===== config.mk =====
export PLATFORM = sky130hd
export DESIGN_NAME = port_arbiter
export DESIGN_NICKNAME = d
export VERILOG_FILES = /design/src/verilog/mem_port_pkg.sv /design/src/verilog/port_arbiter.sv
export SDC_FILE = /design/constraint.sdc
export NUM_CORES = 1
export LEC_CHECK = 0
export BUFFER_PORTS_ARGS = -buffer_cell sky130_fd_sc_hd__buf_2
export CAP_MARGIN = 30
export CORE_AREA = 2 2 108 110
export CTS_BUF_LIST = sky130_fd_sc_hd__clkbuf_4
export DETAILED_ROUTE_END_ITERATION = 10
export DIE_AREA = 0 0 110 112
export GPL_TIMING_DRIVEN = 0
export PLACE_DENSITY = 0.8
export REMOVE_ABC_BUFFERS = 1
export SLEW_MARGIN = 20
export SYNTH_ARGS = -nofsm -noshare
export SYNTH_HDL_FRONTEND = slang
export SYNTH_SLANG_ARGS = --single-unit

===== constraint.sdc =====
create_clock -name clk -period 1.7 [get_ports clk]
set_input_delay 0.255 -clock clk [delete_from_list [all_inputs] [get_ports clk]]
set_output_delay 0.255 -clock clk [all_outputs]
set_load 0.02 [all_outputs]

===== src/verilog/mem_port_pkg.sv =====
////////////////////////////////////////////////////////////////////////////
// client port definitions shared by the arbiter, controller and top level
////////////////////////////////////////////////////////////////////////////

package mem_port_pkg;

  // two peer clients
  localparam int num_ports = 2;

  // 32-bit word address, 16M words
  localparam int addr_width = 24;

  localparam int data_width = 32;

  // selects one client port
  typedef logic [$clog2(num_ports)-1:0] port_id_t;

endpackage


===== src/verilog/port_arbiter.sv =====
////////////////////////////////////////////////////////////////////////////
// round-robin arbiter for two client ports in front of one controller,
// read data steered back to the port that issued the read
////////////////////////////////////////////////////////////////////////////

`timescale 1ns/1ns

module port_arbiter (
  input  logic                                clk,
  input  logic                                reset,
  input  logic                                req_0,
  input  logic                                we_0,
  input  logic [mem_port_pkg::addr_width-1:0] addr_0,
  input  logic [mem_port_pkg::data_width-1:0] wdata_0,
  output logic                                ack_0,
  output logic                                valid_0,
  output logic [mem_port_pkg::data_width-1:0] rdata_0,
  input  logic                                req_1,
  input  logic                                we_1,
  input  logic [mem_port_pkg::addr_width-1:0] addr_1,
  input  logic [mem_port_pkg::data_width-1:0] wdata_1,
  output logic                                ack_1,
  output logic                                valid_1,
  output logic [mem_port_pkg::data_width-1:0] rdata_1,
  output logic                                req,
  output logic                                we,
  output logic [mem_port_pkg::addr_width-1:0] addr,
  output logic [mem_port_pkg::data_width-1:0] data,
  input  logic                                ack,
  input  logic                                valid,
  input  logic [mem_port_pkg::data_width-1:0] q
);

  logic [mem_port_pkg::num_ports-1:0] req_vec;
  mem_port_pkg::port_id_t rr_ptr, grant, pick, sel, owner;
  logic held;

  // last read word per port
  logic [mem_port_pkg::data_width-1:0] rdata_q [mem_port_pkg::num_ports];

  assign req_vec = {req_1, req_0};

  // pointer port first, otherwise the other one
  assign pick = req_vec[rr_ptr] ? rr_ptr : mem_port_pkg::port_id_t'(rr_ptr + 1'b1);
  // grant is frozen once the controller sees it
  assign sel  = held ? grant : pick;

  assign req  = req_vec[sel];
  assign we   = sel ? we_1 : we_0;
  assign addr = sel ? addr_1 : addr_0;
  assign data = sel ? wdata_1 : wdata_0;

  assign ack_0 = ack && sel == mem_port_pkg::port_id_t'(0);
  assign ack_1 = ack && sel == mem_port_pkg::port_id_t'(1);

  // owner still names the finishing read when the next ack lands
  assign valid_0 = valid && owner == mem_port_pkg::port_id_t'(0);
  assign valid_1 = valid && owner == mem_port_pkg::port_id_t'(1);
  assign rdata_0 = valid_0 ? q : rdata_q[0];
  assign rdata_1 = valid_1 ? q : rdata_q[1];

  always_ff @(posedge clk) begin
    if (reset) begin
      held   <= 1'b0;
      grant  <= '0;
      rr_ptr <= '0;
      owner  <= '0;
    end else if (ack) begin
      held   <= 1'b0;
      rr_ptr <= mem_port_pkg::port_id_t'(sel + 1'b1);
      if (!we) begin
        owner <= sel;
      end
    end else if (req && !held) begin
      held  <= 1'b1;
      grant <= pick;
    end
  end

  always_ff @(posedge clk) begin
    if (valid) begin
      rdata_q[owner] <= q;
    end
  end

endmodule


## Word level (Yosys, flattened, before mapping)

Memory sizes are Yosys's and may differ from the RTL's.
Index checks and enable logic that the tools add are counted.

| storage, ports and cells | value |
|---|---|
| word-level logic and storage cells | 35 |
| bits of input ports | 152 |
| register bits after elaboration | 4 |
| output and inout bits | 126 |
| bits in writable memories | 64 |
| memories | 1 |

Memory list:

| name | depth | bits a word | read ports | clocked after Yosys merged registers in | write ports | RTL line | text |
|---|---|---|---|---|---|---|---|
| rdata_q | 2 | 32 | 2 | 0 | 1 | port_arbiter.sv:39 | `logic [mem_port_pkg::data_width-1:0] rdata_q [mem_port_pkg::num_ports];` |

| operators by class | value |
|---|---|
| reductions and logical operators | 9 |
| add/subtract/negate cells | 2 |
| muxes and demuxes | 13 |
| bitwise operators | 4 |
| order comparisons | 2 |

Operators by type and width:

| operator | count |
|---|---|
| $mux 32 | 3 |
| $mux 24 | 1 |
| $mux 1 | 9 |
| $logic_and 1x1->1 | 5 |
| $lt 1x2->1 const B | 2 |
| $not 1->1 | 4 |
| $reduce_and 2->1 | 2 |
| $add 1x1->1 const B | 2 |
| $reduce_or 2->1 | 1 |
| $logic_not 1->1 | 1 |

## Depth between registers and ports, before layout

| logic depth | value |
|---|---|
| depth in word-level cells | 8 |
| depth in mapped cells | 4 |
| mapped depth without buffers | 3 |

## Worst setup path after synthesis

No wires, ideal clock.

| timing | value |
|---|---|
| kind | register to output |
| from | register owner |
| to | output port rdata_0[22] in the netlist's numbering |
| setup slack | -0.267 ns |
| stages on the path, launching flop included | 5 |
| data arrival time | 1.712 ns |
| data required time | 1.445 ns |
| path buffers | 2 |
| cell sequence | dfxtp_1 > nor2b_1 > clkbuf_1 > buf_2 > mux2_2 |

| on the way | value |
|---|---|
| word-level cells in the longest chain between the ends | 3 |

RTL lines:

| element | RTL line | text |
|---|---|---|
| start: declaration | port_arbiter.sv:35 | `mem_port_pkg::port_id_t rr_ptr, grant, pick, sel, owner;` |
| start signal: assignment | port_arbiter.sv:72 | `owner <= sel;` |
| $not 1->1 | port_arbiter.sv:57 | `assign valid_0 = valid && owner == mem_port_pkg::port_id_t'(0);` |
| $logic_and 1x1->1 | port_arbiter.sv:57 |  |
| named net valid_0 | port_arbiter.sv:16 | `output logic valid_0,` |
| $mux 32 | port_arbiter.sv:59 | `assign rdata_0 = valid_0 ? q : rdata_q[0];` |
| end: declaration | port_arbiter.sv:17 | `output logic [mem_port_pkg::data_width-1:0] rdata_0,` |

The timed path passes the listed nets, and every way through them passes these cells.

## Worst setup path after layout

| timing | value |
|---|---|
| from | register rr_ptr |
| to | output port addr[17] in the netlist's numbering |

| on the way | value |
|---|---|
| word-level cells in the longest chain between the ends | 5 |
| elaborated cells between the ends (all ways) | 6 |
| those cells by class | add/sub (1); mux (5) |

RTL lines:

| element | RTL line | text |
|---|---|---|
| start: declaration | port_arbiter.sv:35 |  |
| start signal: assignment | port_arbiter.sv:70 | `rr_ptr <= mem_port_pkg::port_id_t'(sel + 1'b1);` |
| $mux 1 (implied by the code) (2 in series) | port_arbiter.sv:44 | `assign pick = req_vec[rr_ptr] ? rr_ptr : mem_port_pkg::port_id_t'(rr_ptr + 1'b1);` |
| $mux 1 (*) | port_arbiter.sv:44 |  |
| $mux 1 (*) | port_arbiter.sv:46 | `assign sel = held ? grant : pick;` |
| $mux 24 (*) | port_arbiter.sv:50 | `assign addr = sel ? addr_1 : addr_0;` |
| end: declaration | port_arbiter.sv:27 | `output logic [mem_port_pkg::addr_width-1:0] addr,` |

Mark *: on every way between the ends. The rest lies on a longest branch, timed or not. The select of a mux whose other input is x is not followed.

==> flow_metrics.env <==
export IMPL_overflow=0
export IMPL_grt_pass1_wl_um=19000
export IMPL_yosys_register_bits=68
export IMPL_yosys_warnings=0
export IMPL_avgSynthCellArea_um2=15.84
export IMPL_leakage_uw=0.003329
export IMPL_first_iter_violations=180
export IMPL_async_reset_ff_frac=0
export IMPL_p_per_area_nw_per_um2=756.3
export IMPL_drv_cap=0
export IMPL_grt_usage=0.2079
export IMPL_num_vias=3347
export IMPL_syn_instance_count=226
export IMPL_finalSetupViolCount=124
export IMPL_synth_most_common_cell="mux2_2"
export IMPL_clkLatencyLatePin_ns=0.42
export IMPL_post_route_min_period_ns=2.267
export IMPL_multi_input_comb_area_um2=1886
export IMPL_synth_flop_cell="edfxtp_1"
export IMPL_detailed_place_hpwl_um=7741
export IMPL_start_util=0.3205
export IMPL_hold_path_endpoint="rdata_q[0][9]$_DFFE_PP_"
export IMPL_tightest_slew_ns=0.2440
export IMPL_fin_ws_ns=-0.5669
export IMPL_ios=278
export IMPL_htreeDepth=3
export IMPL_timing_final_max_slew_violations=0
export IMPL_nFillCells=809
export IMPL_startpoint="rr_ptr$_SDFFE_PP0P_"
export IMPL_cts_tree="built"
export IMPL_rrSetupSlack_ns=0.07
export IMPL_final_util=0.6176
export IMPL_drt_pass1_iterations=4
export IMPL_ant_nets=0
export IMPL_coreArea_um2=11170
export IMPL_hp_class="input port to register"
export IMPL_synthTopCellsByArea="edfxtp_1 54%, mux2_2 37%, dfxtp_1 2.2%, mux2_1 1.6%, buf_2 1.3%"
export IMPL_holdWs_ns=0.05409
export IMPL_synth_edff_count=64
export IMPL_worst_setup_path_type="register to output port"
export IMPL_io_buffers=277
export IMPL_die_x_um=110
export IMPL_status="finished with violations"
export IMPL_gp_congestion=0.8388
export IMPL_ir_drop_mv=0.3840
export IMPL_synth_top_cell_area_share=0.5367
export IMPL_viasPerCell=4.802
export IMPL_wl_per_cell_um=19.80
export IMPL_cts_sinks=68
export IMPL_yosysTopAreaCell="edfxtp_1"
export IMPL_drc=0
export IMPL_finalHoldViolCount=0
export IMPL_cp_start_kind="register"
export IMPL_antenna_found_initial=1
export IMPL_dieArea_um2=12320
export IMPL_fmax_mhz=441.1
export IMPL_rr_startpoint="owner$_SDFFE_PP0P_"
export IMPL_rsz0062_at_grt="true"
export IMPL_r2r_cells=6
export IMPL_die_h_um=112
export IMPL_hold_depth=1
export IMPL_placed_area_um2=5201
export IMPL_finClkSkew_ns=0.01964
export IMPL_syn_to_final_growth_pct=92.73
export IMPL_fin_area_um2=6902
export IMPL_synth_seq_area_share=0.5590
export IMPL_grt_max_degree=18
export IMPL_hp_start="q[9]"
export IMPL_wl_um=13800
export IMPL_grt_pass1_vias=3509
export IMPL_path_clk_slew_ns=0.12
export IMPL_synthTopCellsByCount="117 x mux2_2, 64 x edfxtp_1, 9 x buf_2"
export IMPL_cts_buffers=9
export IMPL_finish_net_count=700
export IMPL_fin_crit_sh=1.333
export IMPL_critical_path_required_ns=1.44
export IMPL_seq_area_um2=2011
export IMPL_failed_checks="negative setup slack"
export IMPL_drive_gt1_frac=0.8481
export IMPL_rows=39
export IMPL_netlist_area_um2=3581
export IMPL_cts_root_buf="clkbuf_4"
export IMPL_relSlewSlack=0.8373
export IMPL_end_kind="output port"
export IMPL_cts_buffer_depth=2
export IMPL_cp_max_fo=7
export IMPL_reg2reg_to="rdata_q[0][7]$_DFFE_PP_"
export IMPL_synth_cell_types=21
export IMPL_critPathArrivalTime_ns=2.01
[critical path, stage by stage (launching register included)]
cell and delay [ns]:
dfxtp_4 0.38, nor2b_4 0.13, o31ai_4 0.22, buf_8 0.15
buf_12 0.13, buf_8 0.14, mux2_4 0.32, buf_6 0.14
[registers in the layout (all words and copies together) (netlist names)]
name and flops:
rdata_q 64, owner 1, rr_ptr 1, held 1
grant 1
[cells in the final DEF (no fill, tap or decap), types with 2 or more instances in the layout]
cell and n:
dfxtp_4 2, clkinv_2 3, buf_8 5, mux2_1 5, mux2_2 27, a21oi_1 2
nor2b_4 3, inv_1 3, buf_6 107, buf_12 13, o31ai_1 2, nor3_1 2
buf_4 19, buf_2 176, edfxtp_1 64, mux2_4 90, clkbuf_4 11
[logic make-up (layout without fill, tap and decap cells)]
| group | Yosys count | after routing | share of synthesized area |
|---|---|---|---|
| AO/OA/AOI/OAI | 7 | 7 | 0.01677 |
| buffers and inverters | 17 | 344 | 0.02096 |
| flip-flops | 68 | 68 | 0.5590 |
| multiplexers | 122 | 122 | 0.3836 |
| other | 0 | 1 | 0 |
| AND/OR/NAND/NOR | 12 | 12 | 0.01957 |
[per-stage QoR]
stage / std cells / setup TNS (ns) / setup WS (ns) / power (uW)
final: 697 / -44.01 / -0.5669 / 5220
after global routing: 697 / -51.75 / -0.6292 / 5411
after CTS: 697 / -53.60 / -0.6632 / 5100
after detailed placement: 639 / -43.85 / -0.9079 / 3435
after global placement: 633 / -383.83 / -3.710 / 3383
after floorplan: 213 / -243.90 / -2.663 / 2866
[metal layers]
layer | vias up | track usage | share of wire
li1 | 1526 | - | -
met1 | 1638 | 0.2263 | 0.36
met2 | 159 | 0.3955 | 0.56
met3 | 24 | 0.03220 | 0.059
met4 | 0 | 0.07426 | 0.020
met5 | - | 0 | 0
[worst max path at each step]
stage,end,cells after the start
global route,addr[17],7
detailed placement,data[0],8
floorplan,rdata_0[0],2
finish,addr[17],7
CTS,data[11],7
global placement,rdata_0[14],4
[repair_timing]
| item | CTS | global route |
|---|---|---|
| gates cloned | 10 | 1 |
| hold buffers | 0 | 0 |
| pin swaps | 2 | 2 |
| setup buffers | 32 | 10 |
| gates resized for setup | 248 | 100 |
| setup endpoints to repair | 160 | 127 |
[cell type report]
class                   instances  area share
well taps                     143     0.02592
diodes                          1   0.0003626
clock inverters                 5    0.007614
inverters                       4    0.004532
repair buffers                323      0.3838
multi-input cells             141      0.2732
clock buffers                  11     0.01197
repair inverters                1    0.001269
flip-flops and latches         68      0.2913
[power by group]
group | leakage (uW) | switching (uW) | internal, uW
combinational | 0.00262 | 997 | 1220
sequential | 0.000635 | 35.1 | 1940
clock | 0.0000766 | 560 | 475
Power figures use the tool's default switching activity.
